### src/client_pkg.sv
`default_nettype none

package client_pkg;

	localparam int NUM_CLIENTS = 2;
	localparam int REQ_ADDR_W  = 26; // row, bank, column
	localparam int DATA_W      = 32;

	typedef logic [$clog2(NUM_CLIENTS)-1:0] client_id_t;

	typedef struct packed {
		logic [REQ_ADDR_W-1:0] addr;
		logic                  we;
		logic [DATA_W-1:0]     wdata;
	} client_req_t;

	typedef struct packed {
		logic [DATA_W-1:0] rdata;
	} client_rsp_t;

endpackage

`default_nettype wire

### src/sdram_pkg.sv
`default_nettype none

package sdram_pkg;

	// address field widths as seen on the client address
	localparam int ROW_W  = 12;
	localparam int BANK_W = 2;
	localparam int COL_W  = 12;
	localparam int ADDR_W = ROW_W + 1; // A12..A0 on the pins

	// command pin encoding
	typedef enum logic [2:0] {
		NOOP = 3'd0,
		ACTV = 3'd1,
		READ = 3'd2,
		WRTE = 3'd3,
		PRCH = 3'd4,
		ARSR = 3'd5
	} sdram_cmd_e;

	// spacing counter start values, one idle cycle per count
	localparam int SPACE_W = 4;
	localparam logic [SPACE_W-1:0] SPACE_ARSR = 4'd7; // refresh cycle time
	localparam logic [SPACE_W-1:0] SPACE_ACTV = 4'd3; // activate to access
	localparam logic [SPACE_W-1:0] SPACE_RW   = 4'd2;
	localparam logic [SPACE_W-1:0] SPACE_PRCH = 4'd3; // >= 2 so command_buf settles
	localparam logic [SPACE_W-1:0] SPACE_NOOP = 4'd1;

	localparam logic [2:0] ACTV_HOLD = 3'd4; // min cycles open before PRCH

	localparam logic [ADDR_W-1:0] PRCH_ALL_ADDR = 13'h0400; // A10 high

	// registered command pin group
	typedef struct packed {
		sdram_cmd_e        cmd;
		logic [BANK_W-1:0] bank;
		logic [ADDR_W-1:0] addr;
	} sdram_bus_t;

endpackage

`default_nettype wire

### src/client_arbiter.sv
`default_nettype none

module client_arbiter
	import client_pkg::*;
(
	input  wire                                CLK,
	input  wire                                RST,
	input  wire [NUM_CLIENTS-1:0]              reqs,
	input  wire client_req_t [NUM_CLIENTS-1:0] client_reqs,
	input  wire                                latched,
	output logic                               do_act,
	output client_req_t                        sel_req,
	output client_id_t                         grant,
	output logic [NUM_CLIENTS-1:0]             latched_out
);

	client_id_t prio;    // first client looked at
	client_id_t grant_q;
	client_id_t pick;
	client_id_t idx;
	logic       locked;  // grant held until the latch

	// walk down so the client closest to prio wins
	always_comb
	begin
		pick = prio;
		idx = prio;
		for (int i = NUM_CLIENTS - 1; i >= 0; i--)
		begin
			idx = client_id_t'((int'(prio) + i) % NUM_CLIENTS);
			if (reqs[idx])
				pick = idx;
		end
	end

	assign grant = locked ? grant_q : pick;
	assign do_act = reqs[grant];
	assign sel_req = client_reqs[grant];

	always_comb
	begin
		for (int i = 0; i < NUM_CLIENTS; i++)
			latched_out[i] = latched && (grant == client_id_t'(i));
	end

	always_ff @(posedge CLK)
	begin
		if (!RST)
		begin
			prio <= '0;
			grant_q <= '0;
			locked <= 1'b0;
		end
		else if (latched)
		begin
			locked <= 1'b0;
			prio <= (grant == client_id_t'(NUM_CLIENTS - 1)) ? '0 : grant + 1'b1;
		end
		else
		begin
			locked <= do_act;
			grant_q <= grant;
		end
	end

endmodule

`default_nettype wire

### src/sdram_cmd_gen.sv
`default_nettype none

module sdram_cmd_gen
	import sdram_pkg::*;
	import client_pkg::*;
(
	input  wire              CLK,
	input  wire              RST,
	input  wire              do_act,
	input  wire client_req_t req,
	input  wire              change_possible,
	input  wire              page_open,
	input  wire              refresh_due,
	output sdram_cmd_e       command,
	output logic             change_requested,
	output logic             latched,
	output sdram_bus_t       bus,
	output logic             rd_issue,
	output logic             wr_issue
);

	logic [ROW_W-1:0]        row_live;
	logic [BANK_W-1:0]       bank_live;
	logic [COL_W-1:0]        col_live;
	logic [ADDR_W-1:0]       row_addr;
	logic [ADDR_W-1:0]       col_addr;
	logic [ROW_W+BANK_W-1:0] page_current; // row and bank of the open page
	logic [2:0]              actv_cnt;
	logic                    hold_met;
	logic                    refresh_reg;
	logic                    correct_page;
	logic                    latch_com;
	logic                    issue_buf;
	sdram_cmd_e              command_buf;  // next step toward the wanted page
	sdram_cmd_e              rw_command;

	assign row_live = req.addr[BANK_W+COL_W +: ROW_W];
	assign bank_live = req.addr[COL_W +: BANK_W];
	assign col_live = req.addr[0 +: COL_W];

	assign row_addr = {1'b0, row_live};
	assign col_addr = {col_live[COL_W-1:10], 1'b0, col_live[9:0]}; // A10 low, no auto-precharge

	assign hold_met = (actv_cnt >= ACTV_HOLD);
	assign correct_page = !refresh_due && page_open &&
		({row_live, bank_live} == page_current);
	assign latch_com = do_act && change_possible;
	assign rw_command = req.we ? WRTE : READ;

	// a refresh blocks new client steps until ARSR has gone out
	assign issue_buf = (do_act && !refresh_due) || refresh_reg;

	assign change_requested = correct_page ? do_act : issue_buf;
	assign command = correct_page ? rw_command : command_buf;
	assign latched = correct_page && latch_com;
	assign rd_issue = latched && !req.we;
	assign wr_issue = latched && req.we;

	always_ff @(posedge CLK)
	begin
		if (!RST)
		begin
			command_buf <= NOOP;
			bus <= '{cmd: NOOP, bank: '0, addr: PRCH_ALL_ADDR};
			page_current <= '0;
			refresh_reg <= 1'b0;
			actv_cnt <= '0;
		end
		else
		begin
			refresh_reg <= refresh_due;

			if (!page_open)
				actv_cnt <= '0;
			else if (!hold_met)
				actv_cnt <= actv_cnt + 3'd1;

			if (correct_page)
			begin
				if (latch_com)
					bus <= '{cmd: rw_command, bank: bank_live, addr: col_addr};
				else
					bus.cmd <= NOOP;
			end
			else
			begin
				if (change_possible && issue_buf)
				begin
					bus.cmd <= command_buf;
					bus.bank <= bank_live;
					bus.addr <= (command_buf == ACTV) ? row_addr : PRCH_ALL_ADDR;
					if (command_buf == ACTV)
						page_current <= {row_live, bank_live};
				end
				else
					bus.cmd <= NOOP;

				if (page_open)
					command_buf <= hold_met ? PRCH : NOOP; // close the wrong page
				else
					command_buf <= refresh_due ? ARSR : ACTV;
			end
		end
	end

endmodule

`default_nettype wire

### src/sdram_ctrl_top.sv
`default_nettype none

module sdram_ctrl_top
	import sdram_pkg::*;
	import client_pkg::*;
(
	input  wire                                CLK,
	input  wire                                RST,
	input  wire [NUM_CLIENTS-1:0]              reqs,
	input  wire client_req_t [NUM_CLIENTS-1:0] client_reqs,
	input  wire                                refresh_strobe,
	input  wire [DATA_W-1:0]                   dq_in,
	output logic [NUM_CLIENTS-1:0]             latched_out,
	output logic [NUM_CLIENTS-1:0]             rd_valid_out,
	output client_rsp_t                        rsp,
	output sdram_bus_t                         bus,
	output logic [DATA_W-1:0]                  dq_out,
	output logic                               dq_oe,
	output logic                               dm
);

	logic             do_act;
	client_req_t      sel_req;
	client_id_t       grant;
	client_id_t [2:0] grant_pipe; // grant at latch, carried to rd_valid
	logic             latched;
	sdram_cmd_e       command;
	logic             change_requested;
	logic             change_possible;
	logic             page_open;
	logic             refresh_due;
	logic             rd_issue;
	logic             wr_issue;
	logic             rd_valid;

	client_arbiter u_arbiter (
		.CLK(CLK), .RST(RST),
		.reqs(reqs), .client_reqs(client_reqs), .latched(latched),
		.do_act(do_act), .sel_req(sel_req), .grant(grant), .latched_out(latched_out)
	);

	sdram_cmd_gen u_cmd_gen (
		.CLK(CLK), .RST(RST),
		.do_act(do_act), .req(sel_req), .change_possible(change_possible),
		.page_open(page_open), .refresh_due(refresh_due),
		.command(command), .change_requested(change_requested), .latched(latched),
		.bus(bus), .rd_issue(rd_issue), .wr_issue(wr_issue)
	);

	sdram_timing u_timing (
		.CLK(CLK), .RST(RST),
		.change_requested(change_requested), .command(command),
		.refresh_strobe(refresh_strobe),
		.change_possible(change_possible), .state(),
		.page_open(page_open), .refresh_due(refresh_due)
	);

	sdram_data_path u_data_path (
		.CLK(CLK), .RST(RST),
		.rd_issue(rd_issue), .wr_issue(wr_issue), .wdata(sel_req.wdata), .dq_in(dq_in),
		.dq_out(dq_out), .dq_oe(dq_oe), .dm(dm), .rsp(rsp), .rd_valid(rd_valid)
	);

	always_ff @(posedge CLK)
		grant_pipe <= {grant_pipe[1:0], grant};

	always_comb
	begin
		for (int i = 0; i < NUM_CLIENTS; i++)
			rd_valid_out[i] = rd_valid && (grant_pipe[2] == client_id_t'(i));
	end

endmodule

`default_nettype wire

### src/sdram_data_path.sv
`default_nettype none

module sdram_data_path
	import client_pkg::*;
(
	input  wire              CLK,
	input  wire              RST,
	input  wire              rd_issue,
	input  wire              wr_issue,
	input  wire [DATA_W-1:0] wdata,
	input  wire [DATA_W-1:0] dq_in,
	output logic [DATA_W-1:0] dq_out,
	output logic             dq_oe,
	output logic             dm,
	output client_rsp_t      rsp,
	output logic             rd_valid
);

	logic [2:0] rd_pipe; // one bit per cycle since the read latch

	assign rd_valid = rd_pipe[2];

	always_ff @(posedge CLK)
	begin
		if (!RST)
		begin
			rd_pipe <= '0;
			dq_oe <= 1'b0;
			dm <= 1'b1;
		end
		else
		begin
			rd_pipe <= {rd_pipe[1:0], rd_issue};
			dq_oe <= wr_issue; // same cycle as WRTE on the bus
			dm <= !wr_issue;
		end
	end

	// dq_in is sampled one cycle after READ is on the bus
	always_ff @(posedge CLK)
	begin
		if (wr_issue)
			dq_out <= wdata;
		if (rd_pipe[1])
			rsp.rdata <= dq_in;
	end

endmodule

`default_nettype wire

### src/sdram_timing.sv
`default_nettype none

module sdram_timing
	import sdram_pkg::*;
(
	input  wire             CLK,
	input  wire             RST,
	input  wire             change_requested,
	input  wire sdram_cmd_e command,
	input  wire             refresh_strobe,
	output logic            change_possible,
	output sdram_cmd_e      state,
	output logic            page_open,
	output logic            refresh_due
);

	logic [SPACE_W-1:0] counter;
	logic               second_stroke; // low on the cycle after an accept
	logic               beat_done;     // extra beat spent after counter expiry
	logic               miss_beat;     // last real command was WRTE
	logic               state_is_rw;
	logic               refresh_ack;
	logic               do_miss_beat;
	logic               cnt_ready;
	logic               fast_change;
	logic               accept;

	assign do_miss_beat = miss_beat && (command == PRCH);
	assign cnt_ready = (counter == '0) && (!do_miss_beat || beat_done);
	assign fast_change = state_is_rw && (command == state); // READ after READ etc
	assign change_possible = (cnt_ready || fast_change) && second_stroke;
	assign accept = change_possible && change_requested;
	assign refresh_due = refresh_ack ^ refresh_strobe;

	always_ff @(posedge CLK)
	begin
		if (!RST)
		begin
			state <= PRCH;
			page_open <= 1'b0;
			counter <= SPACE_PRCH;
			second_stroke <= 1'b0;
			beat_done <= 1'b0;
			miss_beat <= 1'b0;
			state_is_rw <= 1'b0;
			refresh_ack <= refresh_strobe; // nothing pending out of reset
		end
		else if (accept)
		begin
			state <= command;
			second_stroke <= 1'b0;
			beat_done <= 1'b0;
			state_is_rw <= (command == READ) || (command == WRTE);
			if (command != NOOP)
				miss_beat <= (command == WRTE);
			if (command == ACTV)
				page_open <= 1'b1;
			if (command == PRCH)
				page_open <= 1'b0;
			if (command == ARSR)
				refresh_ack <= refresh_strobe;

			case (command)
				ARSR: counter <= SPACE_ARSR;
				ACTV: counter <= SPACE_ACTV;
				READ,
				WRTE: counter <= SPACE_RW;
				PRCH: counter <= SPACE_PRCH;
				NOOP: counter <= SPACE_NOOP;
				default: counter <= SPACE_PRCH;
			endcase
		end
		else
		begin
			second_stroke <= 1'b1;
			if (counter != '0)
				counter <= counter - 4'd1;
			else
				beat_done <= 1'b1; // write recovery before PRCH
		end
	end

endmodule

`default_nettype wire

### config.mk
export PLATFORM = sky130hd
export DESIGN_NAME = sdram_ctrl_top
export DESIGN_NICKNAME = d
export VERILOG_FILES = /design/src/client_pkg.sv /design/src/sdram_pkg.sv /design/src/client_arbiter.sv /design/src/sdram_cmd_gen.sv /design/src/sdram_ctrl_top.sv /design/src/sdram_data_path.sv /design/src/sdram_timing.sv
export SDC_FILE = /design/constraint.sdc
export NUM_CORES = 1
export LEC_CHECK = 0
export ABC_AREA = 1
export ABC_CLOCK_PERIOD_IN_PS = 6400
export BUFFER_PORTS_ARGS = -buffer_cell sky130_fd_sc_hd__buf_2
export CAP_MARGIN = 30
export CELL_PAD_IN_SITES_DETAIL_PLACEMENT = 1
export CELL_PAD_IN_SITES_GLOBAL_PLACEMENT = 1
export CORE_MARGIN = 1.5
export CORE_UTILIZATION = 30
export CTS_BUF_LIST = sky130_fd_sc_hd__clkbuf_8
export DETAILED_ROUTE_END_ITERATION = 7
export PLACE_DENSITY_LB_ADDON = 0.1
export REMOVE_ABC_BUFFERS = 1
export SLEW_MARGIN = 0
export SYNTH_ARGS = -nofsm -noshare
export SYNTH_HDL_FRONTEND = slang
export SYNTH_HIERARCHICAL = 1
export SYNTH_SLANG_ARGS = --single-unit
### constraint.sdc
create_clock -name CLK -period 6.4 [get_ports CLK]
set_input_delay 1.28 -clock CLK [delete_from_list [all_inputs] [get_ports CLK]]
set_output_delay 1.28 -clock CLK [all_outputs]
set_load 0.005 [all_outputs]
==> results.sh <==
export IMPL_synth_edf_count=65
export IMPL_io_pins=243
export IMPL_final_common_cell="nand2_1"
export IMPL_cpMostUsedCell="nand2_1"
export IMPL_hold_violations=0
export IMPL_setup_violations=0
export IMPL_finalPower_mw=1.81
export IMPL_endpoint_kind="output port"
export IMPL_multi_input_area_sq_mm=0.00222
export IMPL_regToRegEndpoint="u_cmd_gen/bus[17]"
export IMPL_async_flop_share_pct=0
export IMPL_yosysWarnings=6
export IMPL_switching_share_pct=30.6
export IMPL_slew_headroom_pct=34.3
export IMPL_clk_pin_slew_ns=0.09
export IMPL_ys_types=34
export IMPL_cts_tree="built"
export IMPL_grt_usage_pct=18.5
export IMPL_r2r_start="u_arbiter/prio"
export IMPL_startpoint="reqs[0]"
export IMPL_worstSetupPathType="in -> out"
export IMPL_ys_ff_latch=126
export IMPL_power_switching_mw=0.553
export IMPL_rsz0062_at_grt="no"
export IMPL_crit_path_max_fanout=40
export IMPL_drc=0
export IMPL_finalWirelength_microns=19000
export IMPL_tightest_slew_ns=0.975
export IMPL_setup_tns_final_ns=0
export IMPL_viasPerCell=4.37
export IMPL_max_cap_violations=0
export IMPL_synth_area_per_cell_sq_um=8.11
export IMPL_clkLatencyLatePin_ns=0.45
export IMPL_worstSetupStartpointType="primary input"
export IMPL_grt_overflow=0
export IMPL_dpl_cell_area_sq_mm=0.00734
export IMPL_peakVddDrop_uv=126
export IMPL_ys_seq_area_share_pct=53.2
export IMPL_critical_path_max_stage_delay_ns=0.31
export IMPL_crit_slowest_cell="inv_6"
export IMPL_holdBufCountCts=0
export IMPL_cts_resized=0
export IMPL_r2r_slack_ns=2.17
export IMPL_clock_sinks=126
export IMPL_finish_net_count=1138
export IMPL_p_int_mw=1.26
export IMPL_netlist_area_sq_mm=0.00596
export IMPL_p_clk_share_pct=38.7
export IMPL_fin_crit_sh_pct=91.0
export IMPL_cts_setup_buffers=0
export IMPL_hold_ws_ns=0.333
export IMPL_synth_main_ff_cell="edfxtp_1"
export IMPL_p_leak_nw=3.91
export IMPL_clock_path_buffers=2
export IMPL_drv_slew=0
export IMPL_fmax_ghz=0.172
export IMPL_cts_buffers=17
export IMPL_crit_required_ns=5.12
export IMPL_die_h_microns=144
export IMPL_htreeDepth=4
export IMPL_grt_pass1_wl_microns=29000
export IMPL_n_fill_cell=2494
export IMPL_seq_area_sq_mm=0.00317
export IMPL_reg2reg_depth=24
export IMPL_dieArea_sq_mm=0.0207
export IMPL_hp_class="reg -> reg"
export IMPL_layout_drive_gt1_share_pct=32.2
export IMPL_pwr_share_seq_pct=48.5
export IMPL_start_util_pct=30.6
export IMPL_gp_congestion=0.807
export IMPL_fin_area_sq_mm=0.00774
export IMPL_port_buffers=242
export IMPL_firstDrtPassIters=4
export IMPL_arrival_ns=4.54
export IMPL_synthCells=735
export IMPL_grt_max_degree=49
export IMPL_wl_per_cell_microns=15.1
export IMPL_grt_pass1_vias=5413
export IMPL_ant_nets=0
export IMPL_p_comb_share_pct=12.7
export IMPL_dp_hpwl_microns=14300
export IMPL_endpoint="latched_out[1]"
export IMPL_core_sq_mm=0.0195
export IMPL_die_w_microns=144
export IMPL_clock_skew_ns=0.0158
export IMPL_mostFrequentLayoutCells="nand2_1, buf_2, inv_1, nor2_1, edfxtp_1"
export IMPL_status="finished, final reports clean"
export IMPL_rows=51
export IMPL_layout_min_cycle_time_ns=5.82
export IMPL_p_per_area_mw_per_mm2=234
export IMPL_syn_to_final_growth_pct=29.9
export IMPL_drt_iter0_markers=265
export IMPL_antenna_found_initial=4
export IMPL_vias=5495
export IMPL_reg_largest_list="u_data_path/dq_out: 32 flops, u_data_path/rsp: 32 flops, u_cmd_gen/bus: 18 flops"
export IMPL_ctsRootBufferMaster="clkbuf_8"
stage by stage:
step	util (%)	instances	setup slack [ns]
after global placement	37.7	1225	0.633
after global routing	39.8	1258	0.148
after detailed placement	37.7	1225	0.556
final	39.8	1258	0.576
after floorplan	-	705	0.0561
after CTS	39.8	1257	0.533
final cells by class:
cell class	instances	area share [%]
Tap cell	265	4.28
Sequential cell	126	41.0
Timing Repair Buffer	255	16.9
Multi-Input combinational cell	500	28.7
Antenna cell	1	0.0323
Clock inverter	15	2.20
Clock buffer	17	3.02
Inverter	79	3.89
cell families (layout without fill, tap and decap cells):
family | after synthesis | count (layout) | synth area share [%]
xor gates and xnor gates | 4 | 4 | 0.588
DFF | 126 | 126 | 53.2
adders and majority gates | 4 | 4 | 0.839
and+or+nand+nor | 452 | 452 | 31.9
buffers and inverters | 109 | 366 | 9.65
other | 0 | 1 | 0
AOI/OAI and AO/OA | 40 | 40 | 3.82
worst min-delay path by stage:
stage	start	to	slack, ns	depth (start not counted)
after floorplan	grant_pipe[0]	grant_pipe[1]	0.31	0
after global placement	grant_pipe[0]	grant_pipe[1]	0.31	0
after detailed placement	grant_pipe[0]	grant_pipe[1]	0.31	0
after CTS	grant_pipe[0]	grant_pipe[1]	0.34	0
after global routing	grant_pipe[0]	grant_pipe[1]	0.34	0
final	grant_pipe[0]	grant_pipe[1]	0.33	0
worst max-delay path, delay by kind of cell:
kind            cells  cell delay (ns)
compound gates      2             0.46
simple gates       18             1.64
buf+inv             9             1.11
layer usage:
metal | up-vias | share of wire, % | GRT usage [%]
li1 | 2787 | - | -
met1 | 2526 | 46 | 24.1
met2 | 156 | 45 | 30.1
met3 | 20 | 7.1 | 5.03
met4 | 6 | 0.89 | 4.99
met5 | - | 0.26 | 0
synth_stat cells (2+ instances only):
cell type	count	area, sq um
inv_1	73	274
nand3_2	3	30.0
nand2_1	307	1150
nand3_1	48	240
nand2_2	5	31.3
nor3_1	2	10.0
a21oi_2	3	26.3
buf_4	8	60.1
edfxtp_1	65	1950
nor2_2	3	18.8
nor2_4	3	33.8
inv_2	5	18.8
clkbuf_1	4	15.0
o21ai_0	15	75.1
buf_6	10	113
ha_1	4	50.1
nor2_1	69	259
buf_8	2	30.0
nand4_1	5	31.3
dfxtp_1	61	1220
clkbuf_8	3	41.3
xor2_1	3	26.3
o21ai_1	2	10.0
a21oi_1	15	75.1
buf_2	3	15.0
o21bai_1	2	15.0
nand2_4	5	56.3
power groups by stage:
stage               sequential (mW)  clock, mW  combinational, mW
finish                        0.877      0.701              0.230
global route                  0.879      0.758              0.267
CTS                           0.878      0.732              0.235
detailed placement            0.896          0              0.234
global placement              0.896          0              0.232
floorplan                     0.895          0              0.131
Note: power is estimated with default switching activity, not from simulation.
